<file path="src/rtl/ex_pkg.sv">
package ex_pkg;

  //////////////////////////////////////////////////
  // Architectural sizes
  //////////////////////////////////////////////////

  localparam int unsigned XLEN     = 32;
  localparam int unsigned NUM_REGS = 32;

  // Data word and register index
  typedef logic [XLEN-1:0]             word_t;
  typedef logic [$clog2(NUM_REGS)-1:0] reg_addr_t;

  // ALU operation codes
  typedef enum logic [4:0] {
    ADD  = 5'd0,
    SUB  = 5'd1,
    AND  = 5'd2,
    OR   = 5'd3,
    XOR  = 5'd4,
    SLL  = 5'd5,
    SRL  = 5'd6,
    SRA  = 5'd7,
    SLT  = 5'd8,
    SLTU = 5'd9,
    // Branch comparisons
    EQ   = 5'd10,
    NE   = 5'd11,
    LT   = 5'd12,
    GE   = 5'd13,
    LTU  = 5'd14,
    GEU  = 5'd15
  } alu_op_e;

  // Lane split of the adder
  typedef enum logic [1:0] {
    VEC_32 = 2'b00,
    VEC_16 = 2'b10,
    VEC_8  = 2'b11
  } vec_mode_e;

  //////////////////////////////////////////////////
  // Bundles between stages
  //////////////////////////////////////////////////

  // Multiplier control
  // Bit 0 of sel_subword and signed_mode refers to a, bit 1 to b
  typedef struct packed {
    logic       en;
    logic [1:0] sel_subword;
    logic [1:0] signed_mode;
    logic       mac_en;
  } mult_ctrl_t;

  // One decoded operation as held in ID/EX
  typedef struct packed {
    alu_op_e    alu_op;
    vec_mode_e  vec_mode;
    word_t      operand_a;
    word_t      operand_b;
    word_t      operand_c;
    mult_ctrl_t mult;
    reg_addr_t  alu_waddr;
    logic       alu_we;
    logic       prepost_useincr;
    logic       wb_we;
    reg_addr_t  wb_waddr;
    word_t      rb_data;
    logic       hwloop_sel;
    word_t      hwloop_pc_plus4;
    word_t      hwloop_cnt;
    logic       csr_access;
    word_t      csr_rdata;
  } id_ex_t;

  // Register file write port
  typedef struct packed {
    logic      we;
    reg_addr_t waddr;
    word_t     data;
  } wb_port_t;

  // Forward path towards decode
  typedef struct packed {
    logic      we;
    reg_addr_t waddr;
    word_t     data;
  } fwd_port_t;

  // Hardware loop register setup
  typedef struct packed {
    word_t start;
    word_t end_addr;
    word_t cnt;
  } hwloop_data_t;

endpackage

</file>
<file path="src/rtl/ex_alu.sv">
`timescale 1ns/1ps

module ex_alu
(
  input  ex_pkg::alu_op_e   operator_i,
  input  ex_pkg::word_t     operand_a_i,
  input  ex_pkg::word_t     operand_b_i,
  input  ex_pkg::vec_mode_e vec_mode_i,
  output ex_pkg::word_t     adder_o,
  output ex_pkg::word_t     result_o,
  output logic              flag_o
);

  import ex_pkg::*;

  // Operation classes
  logic        is_cmp;
  logic        is_sub;
  logic        cmp_signed;
  vec_mode_e   lane_mode;

  // Lane adder with one separator bit per byte edge
  logic [2:0]  sep_a;
  logic [2:0]  sep_b;
  word_t       operand_b_inv;
  logic [35:0] add_in_a;
  logic [35:0] add_in_b;
  logic [35:0] add_sum;
  word_t       lane_result;

  // Comparator
  logic        is_equal;
  logic        is_less;

  // Shifter
  logic        shift_left;
  logic [4:0]  shamt;
  word_t       operand_a_rev;
  word_t       shift_in;
  logic [XLEN:0] shift_wide;
  word_t       shift_right;
  word_t       shift_left_res;

  //////////////////////////////////////////////////
  // Adder
  //////////////////////////////////////////////////

  assign is_cmp     = operator_i inside {SLT, SLTU, EQ, NE, LT, GE, LTU, GEU};
  assign is_sub     = (operator_i == SUB) || is_cmp;
  assign cmp_signed = operator_i inside {SLT, LT, GE};

  // Compares always see a single full-width lane
  assign lane_mode  = is_cmp ? VEC_32 : vec_mode_i;

  // Separator pair 1/0 passes the carry on
  // Pair 0/0 kills it for add, pair 1/1 injects the +1 of the next lane for sub
  always_comb
  begin
    case (lane_mode)
      VEC_16:
      begin
        sep_a = {1'b1, is_sub, 1'b1};
        sep_b = {1'b0, is_sub, 1'b0};
      end
      VEC_8:
      begin
        sep_a = {3{is_sub}};
        sep_b = {3{is_sub}};
      end
      default:
      begin
        sep_a = 3'b111;
        sep_b = 3'b000;
      end
    endcase
  end

  assign operand_b_inv = is_sub ? ~operand_b_i : operand_b_i;

  // Bit 0 carries the +1 of lane 0 for sub
  assign add_in_a = {operand_a_i[31:24], sep_a[2], operand_a_i[23:16], sep_a[1],
                     operand_a_i[15:8], sep_a[0], operand_a_i[7:0], 1'b1};
  assign add_in_b = {operand_b_inv[31:24], sep_b[2], operand_b_inv[23:16], sep_b[1],
                     operand_b_inv[15:8], sep_b[0], operand_b_inv[7:0], is_sub};

  assign add_sum     = add_in_a + add_in_b;
  assign lane_result = {add_sum[35:28], add_sum[26:19], add_sum[17:10], add_sum[8:1]};

  // Plain sum for the load/store address
  assign adder_o = operand_a_i + operand_b_i;

  //////////////////////////////////////////////////
  // Comparator on the shared subtract
  //////////////////////////////////////////////////

  assign is_equal = (lane_result == '0);

  // Equal MSBs cannot overflow so the difference sign decides
  assign is_less = (operand_a_i[XLEN-1] == operand_b_i[XLEN-1]) ? lane_result[XLEN-1] :
                   (cmp_signed ? operand_a_i[XLEN-1] : operand_b_i[XLEN-1]);

  always_comb
  begin
    case (operator_i)
      EQ:                flag_o = is_equal;
      NE:                flag_o = ~is_equal;
      SLT, SLTU, LT, LTU: flag_o = is_less;
      GE, GEU:           flag_o = ~is_less;
      default:           flag_o = 1'b0;
    endcase
  end

  //////////////////////////////////////////////////
  // Shifter
  //////////////////////////////////////////////////

  assign shift_left = (operator_i == SLL);
  assign shamt      = operand_b_i[4:0];

  // Left shift runs through the right shifter on reversed bits
  always_comb
  begin
    for (int i = 0; i < XLEN; i++)
    begin
      operand_a_rev[i]  = operand_a_i[XLEN-1-i];
      shift_left_res[i] = shift_right[XLEN-1-i];
    end
  end

  assign shift_in    = shift_left ? operand_a_rev : operand_a_i;
  assign shift_wide  = $signed({(operator_i == SRA) & operand_a_i[XLEN-1], shift_in}) >>> shamt;
  assign shift_right = shift_wide[XLEN-1:0];

  // Result select
  always_comb
  begin
    case (operator_i)
      ADD, SUB: result_o = lane_result;
      AND:      result_o = operand_a_i & operand_b_i;
      OR:       result_o = operand_a_i | operand_b_i;
      XOR:      result_o = operand_a_i ^ operand_b_i;
      SLL:      result_o = shift_left_res;
      SRL, SRA: result_o = shift_right;
      default:  result_o = {{(XLEN-1){1'b0}}, flag_o};
    endcase
  end

endmodule

</file>
<file path="src/rtl/ex_mult.sv">
`timescale 1ns/1ps

module ex_mult
(
  input  ex_pkg::mult_ctrl_t ctrl_i,
  input  ex_pkg::word_t      op_a_i,
  input  ex_pkg::word_t      op_b_i,
  input  ex_pkg::word_t      mac_i,
  output ex_pkg::word_t      result_o
);

  import ex_pkg::*;

  logic        subword;

  // Selected halfwords
  logic [15:0] half_a;
  logic [15:0] half_b;

  // Extended subword operands
  word_t       sub_a;
  word_t       sub_b;

  // Operands into the single 32x32 array
  word_t       mul_a;
  word_t       mul_b;
  word_t       product;
  word_t       acc;

  //////////////////////////////////////////////////
  // Operand preparation
  //////////////////////////////////////////////////

  // Any halfword select switches to the 16x16 form
  assign subword = |ctrl_i.sel_subword;

  // Upper or lower halfword of each source
  assign half_a = ctrl_i.sel_subword[0] ? op_a_i[31:16] : op_a_i[15:0];
  assign half_b = ctrl_i.sel_subword[1] ? op_b_i[31:16] : op_b_i[15:0];

  // Sign or zero extension per operand
  assign sub_a = {{16{ctrl_i.signed_mode[0] & half_a[15]}}, half_a};
  assign sub_b = {{16{ctrl_i.signed_mode[1] & half_b[15]}}, half_b};

  // Idle multiplier sees zero operands so the array does not toggle
  always_comb
  begin
    if (!ctrl_i.en)
    begin
      mul_a = '0;
      mul_b = '0;
    end
    else if (subword)
    begin
      mul_a = sub_a;
      mul_b = sub_b;
    end
    else
    begin
      mul_a = op_a_i;
      mul_b = op_b_i;
    end
  end

  //////////////////////////////////////////////////
  // Product and accumulate
  //////////////////////////////////////////////////

  // Low 32 bits of the product
  // A 16x16 product of extended halves fits fully in these bits
  assign product = mul_a * mul_b;

  // Accumulator input only for MAC
  assign acc = (ctrl_i.en && ctrl_i.mac_en) ? mac_i : '0;

  assign result_o = product + acc;

endmodule

</file>
<file path="src/rtl/id_ex_pipe.sv">
`timescale 1ns/1ps

module id_ex_pipe
(
  input  logic           clk,
  input  logic           rst_n,
  input  ex_pkg::id_ex_t op_i,
  input  logic           issue_i,
  input  logic           stall_ex_i,
  output ex_pkg::id_ex_t op_o
);

  import ex_pkg::*;

  id_ex_t bubble;
  id_ex_t op_q;

  // Bubble keeps the payload but drops every write and side effect
  always_comb
  begin
    bubble            = op_i;
    bubble.alu_we     = 1'b0;
    bubble.wb_we      = 1'b0;
    bubble.mult.en    = 1'b0;
    bubble.csr_access = 1'b0;
  end

  //////////////////////////////////////////////////
  // ID/EX register
  //////////////////////////////////////////////////

  always_ff @(posedge clk, negedge rst_n)
  begin
    if (!rst_n)
    begin
      // Empty slot after reset
      op_q <= '0;
    end
    else if (!stall_ex_i)
    begin
      if (issue_i)
      begin
        op_q <= op_i;
      end
      else
      begin
        op_q <= bubble;
      end
    end
  end

  assign op_o = op_q;

endmodule

</file>
<file path="src/rtl/ex_stage.sv">
`timescale 1ns/1ps

module ex_stage
(
  input  logic                 clk,
  input  logic                 rst_n,
  input  ex_pkg::id_ex_t       op_i,
  input  logic                 stall_wb_i,
  output ex_pkg::fwd_port_t    fwd_o,
  output ex_pkg::wb_port_t     wb_o,
  output ex_pkg::word_t        data_addr_o,
  output ex_pkg::hwloop_data_t hwloop_o,
  output ex_pkg::word_t        jump_target_o,
  output logic                 branch_decision_o
);

  import ex_pkg::*;

  // Unit results
  word_t    alu_result;
  word_t    alu_adder;
  logic     alu_flag;
  word_t    mult_result;

  // Port 2 fields into EX/WB
  wb_port_t wb_d;
  wb_port_t wb_q;

  ex_alu alu_i
  (
    .operator_i  ( op_i.alu_op    ),
    .operand_a_i ( op_i.operand_a ),
    .operand_b_i ( op_i.operand_b ),
    .vec_mode_i  ( op_i.vec_mode  ),
    .adder_o     ( alu_adder      ),
    .result_o    ( alu_result     ),
    .flag_o      ( alu_flag       )
  );

  ex_mult mult_i
  (
    .ctrl_i   ( op_i.mult      ),
    .op_a_i   ( op_i.operand_a ),
    .op_b_i   ( op_i.operand_b ),
    .mac_i    ( op_i.operand_c ),
    .result_o ( mult_result    )
  );

  //////////////////////////////////////////////////
  // Forward port
  //////////////////////////////////////////////////

  // CSR read beats multiplier, multiplier beats ALU
  always_comb
  begin
    fwd_o.we    = op_i.alu_we;
    fwd_o.waddr = op_i.alu_waddr;
    if (op_i.csr_access)
      fwd_o.data = op_i.csr_rdata;
    else if (op_i.mult.en)
      fwd_o.data = mult_result;
    else
      fwd_o.data = alu_result;
  end

  // Post-increment uses the computed sum
  assign data_addr_o = op_i.prepost_useincr ? alu_adder : op_i.operand_a;

  // Hardware loop setup
  assign hwloop_o.start    = op_i.hwloop_sel ? alu_result : op_i.hwloop_pc_plus4;
  assign hwloop_o.end_addr = alu_result;
  assign hwloop_o.cnt      = op_i.hwloop_cnt;

  assign jump_target_o     = op_i.operand_c;
  assign branch_decision_o = alu_flag;

  //////////////////////////////////////////////////
  // EX/WB register
  //////////////////////////////////////////////////

  assign wb_d.we    = op_i.wb_we;
  assign wb_d.waddr = op_i.wb_waddr;
  assign wb_d.data  = op_i.rb_data;

  always_ff @(posedge clk, negedge rst_n)
  begin
    if (!rst_n)
      wb_q <= '0;
    else if (!stall_wb_i)
      wb_q <= wb_d;
  end

  assign wb_o = wb_q;

endmodule

</file>
<file path="src/rtl/ex_top.sv">
`timescale 1ns/1ps

module ex_top
(
  input  logic                 clk,
  input  logic                 rst_n,
  input  ex_pkg::id_ex_t       op_i,
  input  logic                 issue_i,
  input  logic                 stall_ex_i,
  input  logic                 stall_wb_i,
  output ex_pkg::fwd_port_t    fwd_o,
  output ex_pkg::wb_port_t     wb_o,
  output ex_pkg::word_t        data_addr_o,
  output ex_pkg::hwloop_data_t hwloop_o,
  output ex_pkg::word_t        jump_target_o,
  output logic                 branch_decision_o
);

  import ex_pkg::*;

  // Operation in flight through execute
  id_ex_t id_ex_q;

  id_ex_pipe id_ex_pipe_i
  (
    .clk        ( clk        ),
    .rst_n      ( rst_n      ),
    .op_i       ( op_i       ),
    .issue_i    ( issue_i    ),
    .stall_ex_i ( stall_ex_i ),
    .op_o       ( id_ex_q    )
  );

  ex_stage ex_stage_i
  (
    .clk               ( clk               ),
    .rst_n             ( rst_n             ),
    .op_i              ( id_ex_q           ),
    .stall_wb_i        ( stall_wb_i        ),
    .fwd_o             ( fwd_o             ),
    .wb_o              ( wb_o              ),
    .data_addr_o       ( data_addr_o       ),
    .hwloop_o          ( hwloop_o          ),
    .jump_target_o     ( jump_target_o     ),
    .branch_decision_o ( branch_decision_o )
  );

endmodule

</file>
<file path="config.mk">
export PLATFORM = sky130hd
export DESIGN_NAME = ex_top
export DESIGN_NICKNAME = d
export VERILOG_FILES = /design/src/rtl/ex_pkg.sv /design/src/rtl/ex_alu.sv /design/src/rtl/ex_mult.sv /design/src/rtl/id_ex_pipe.sv /design/src/rtl/ex_stage.sv /design/src/rtl/ex_top.sv
export SDC_FILE = /design/constraint.sdc
export NUM_CORES = 2
export LEC_CHECK = 0
export BUFFER_PORTS_ARGS = -buffer_cell sky130_fd_sc_hd__buf_2
export CORE_MARGIN = 10
export CORE_UTILIZATION = 37
export CTS_BUF_LIST = sky130_fd_sc_hd__clkbuf_8
export DETAILED_ROUTE_END_ITERATION = 6
export GPL_TIMING_DRIVEN = 0
export PLACE_DENSITY_LB_ADDON = 0.2
export SLEW_MARGIN = 20
export SYNTH_ARGS = -nofsm -noshare
export SYNTH_HDL_FRONTEND = slang
export SYNTH_SLANG_ARGS = --single-unit
</file>
<file path="constraint.sdc">
create_clock -name clk -period 9.9 [get_ports clk]
set_input_delay 0 -clock clk [delete_from_list [all_inputs] [get_ports clk]]
set_output_delay 0 -clock clk [all_outputs]
set_load 0.05 [all_outputs]
</file>
==> out/results.tsv <==
metric	value	unit
status	finished with violations	
failed_checks	design-rule violations	
layout-drive-gt1-share	0.242	
die_x	341	um
grt_pass1_vias	37900	
nNetsFinal	6055	
ys_seq_area_frac	0.191	
holdPathStages	3	
routed.top_layer	met5	
die_y	341	um
syn-num-nets	5126	
timing.final.crit_share	0.981	
critPathLaunchType	flip-flop	
synthArstFlopShare	1.00	
critPathSlowestCell	fa_1	
dr_wl_met2	82.8	mm
power_density	140	nW/um2
via_per_inst	5.54	
dominantRegCellSynth	dfrtp_1	
grtUsageTotal	0.313	
leakage	22.9	nW
crit_family	adder cells	
synth_cell_types	96	
worst_slew_pin_slew	1.24	ns
clock_skew	0.0111	ns
wl_met3	19.3	mm
antenna_found_initial	21	
hold_viol_final	0	
crit_fanout	10	
p_seq_frac	0.222	
cts_root_buffer	clkbuf_8	
rows	117	
synthesis.area	38100	um2
cp_common_cell	fa_1	
fin_setup_tns	0	ns
wl_met1	71.9	mm
hpwlAfterDp	150	mm
wl	186	mm
grt_max_degree	84	
fin_util	0.472	
worst-r2r-cell-count	4	
period_needed	9.71	ns
slew_viol_final	0	
internal_power	3.32	mW
yosys-top-cells-area	fa_1 (23%), dfrtp_1 (19%), mux2_2 (9.6%)	
vias	36400	
grt_overflow	0	
grt_pass1_wl	267	mm
cts_tree	yes	
area.growth.synth_to_final	26.6	%
max_stage_delay	0.57	ns
synth_edf_count	0	
cts-buffers-inserted	56	
ys_ff_latch	290	
max_slew_margin	0.167	
fp.coreArea	102000	um2
synth_warnings	0	
yosysTopAreaCell	fa_1	
endpoint_kind	primary output	
clk_pin_slew	0.09	ns
start_util	0.373	
gp_congestion	1.02	
drt-pass1-iter-count	7	
htreeDepth	2	
setup_viol	0	
clock_path_buffers	3	
synth.avg_cell_area	9.04	um2
cts_sinks	290	
worstSetupPathType	reg -> out	
switching_share	0.508	
io-pin-count	494	
p_switching	3.43	mW
crit_cells	34	
wire_per_inst	28.4	um
hold_path.class	in -> reg	
cap_violations	0	
synthCells	4211	
drc	10	
drtIter0Drc	3650	
clock_latency	0.75	ns
crit_buf_inv	10	
cp_data_required_time	9.90	ns
die-area	116000	um2
clkPwrFrac	0.205	
fmax	0.103	GHz
vdd_ir_drop_max	0.144	mV
yosysTopAreaCellShare	0.231	
detail-route-antenna-nets	0	
comb_power_share	0.574	
numPortBuffers	491	
crit_arrival	9.71	ns
[cells in the final DEF, fill, tap and decap left out, types with 16 or more instances in the layout]
cell type,instances
inv_1,641
a21oi_1,154
buf_1,21
a211oi_1,25
o21ai_0,120
xor2_1,28
clkbuf_4,23
dlygate4sd3_1,350
ha_1,216
and3_1,41
a22oi_1,16
and2_1,32
nand2_1,360
buf_4,107
o21ai_1,28
a31oi_1,24
a221oi_1,23
mux4_2,39
buf_2,506
clkbuf_2,36
o21a_1,19
mux2i_1,83
clkbuf_1,110
xnor2_1,113
nor2_1,458
nand3_1,61
mux2_2,323
a21o_1,32
nor2b_1,16
nor3_1,33
fa_1,439
dfrtp_1,281
o211ai_1,24
clkbuf_8,77
[Yosys cell counts (all sizes together), types with 102 or more instances]
| library cell | n |
|---|---|
| a21oi | 159 |
| buf | 102 |
| clkbuf | 202 |
| dfrtp | 290 |
| fa | 439 |
| ha | 219 |
| inv | 631 |
| mux2 | 324 |
| nand2 | 376 |
| nor2 | 463 |
| o21ai | 170 |
| xnor2 | 115 |
[cell type report]
cell class,instances,area [um2]
Fill cell,9904,53800
Buffer,290,1640
Sequential cell,290,7270
Multi-Input combinational cell,2985,27500
Clock inverter,29,279
Inverter,632,2370
Antenna cell,15,37.5
Timing Repair Buffer,885,6450
Clock buffer,70,963
Tap cell,1368,1710
[routing by layer]
layer,GRT usage,vias to the layer above
met5,0,-
met4,0.174,16
met3,0.0904,476
met2,0.488,2032
met1,0.386,18300
li1,-,15600
[what timing repair did]
action | in CTS | in global routing
setup endpoints to repair | 20 | 10
hold buffers | 351 | 0
resized for setup | 182 | 117
setup buffers | 13 | 17
hold endpoints to repair | 403 | 0
pin swaps | 7 | 17
cloned | 0 | 0
[worst reg2reg max path, delay by kind of cell, from the launching register on]
family | cells | cell delay [ns]
buffers and inverters | 3 | 2.58
flip-flops | 1 | 0.47
multiplexers | 1 | 0.32
[metrics by stage]
stage	cell area [um2]	total power [mW]	instances	hold slack, ns	worst slack [ns]
final	48200	6.74	6564	0.0258	0.190
after global routing	48200	7.02	6555	0.0221	-0.0202
after CTS	47800	6.63	6535	0.000130	0.00296
after detailed placement	42400	5.05	6083	0.00682	-1.97
after global placement	42200	5.05	6070	0.232	-2.62
after floorplan	38100	3.75	4211	-0.296	0.459
[flip-flops by register name, summed over array words and instances, names as in the netlist]
register / cells
id_ex_pipe_i.op_o: 252
ex_stage_i.wb_o: 38
[cell families (layout without fill, tap and decap cells)]
group | count (synthesis) | in the layout | synth area share
DFF | 290 | 290 | 0.191
buffers and inverters | 936 | 1906 | 0.0999
xor gates and xnor gates | 146 | 146 | 0.0339
adders and majority gates | 658 | 658 | 0.303
muxes | 446 | 446 | 0.141
AOI/OAI and AO/OA | 608 | 608 | 0.102
and+or+nand+nor | 1127 | 1127 | 0.130
other | 0 | 15 | 0
[power by group through the flow]
| stage | sequential [mW] | combinational [mW] | clock [mW] |
|---|---|---|---|
| 2_1_floorplan | 1.49 | 2.26 | 0 |
| 3_5_place_dp | 1.50 | 3.54 | 0 |
| 4_1_cts | 1.48 | 3.74 | 1.40 |
| 3_3_place_gp | 1.50 | 3.55 | 0 |
| 6_report | 1.50 | 3.87 | 1.38 |
| 5_1_grt | 1.50 | 4.08 | 1.45 |
[final timing paths]
| check | start | end | slack [ns] |
|---|---|---|---|
| worst max-delay path | id_ex_pipe_i.op_o[146] | fwd_o[29] | 0.19 |
| max in group asynchronous | rst_n | id_ex_pipe_i.op_o[171] | 8.27 |
| worst min-delay path | op_i[92] | id_ex_pipe_i.op_o[92] | 0.03 |
| worst min register to register | id_ex_pipe_i.op_o[137] | id_ex_pipe_i.op_o[137] | 0.50 |
| worst max register to register | id_ex_pipe_i.op_o[247] | id_ex_pipe_i.op_o[247] | 6.47 |
| min in group asynchronous | rst_n | id_ex_pipe_i.op_o[146] | 0.38 |
(Power assumes the default switching activity.)
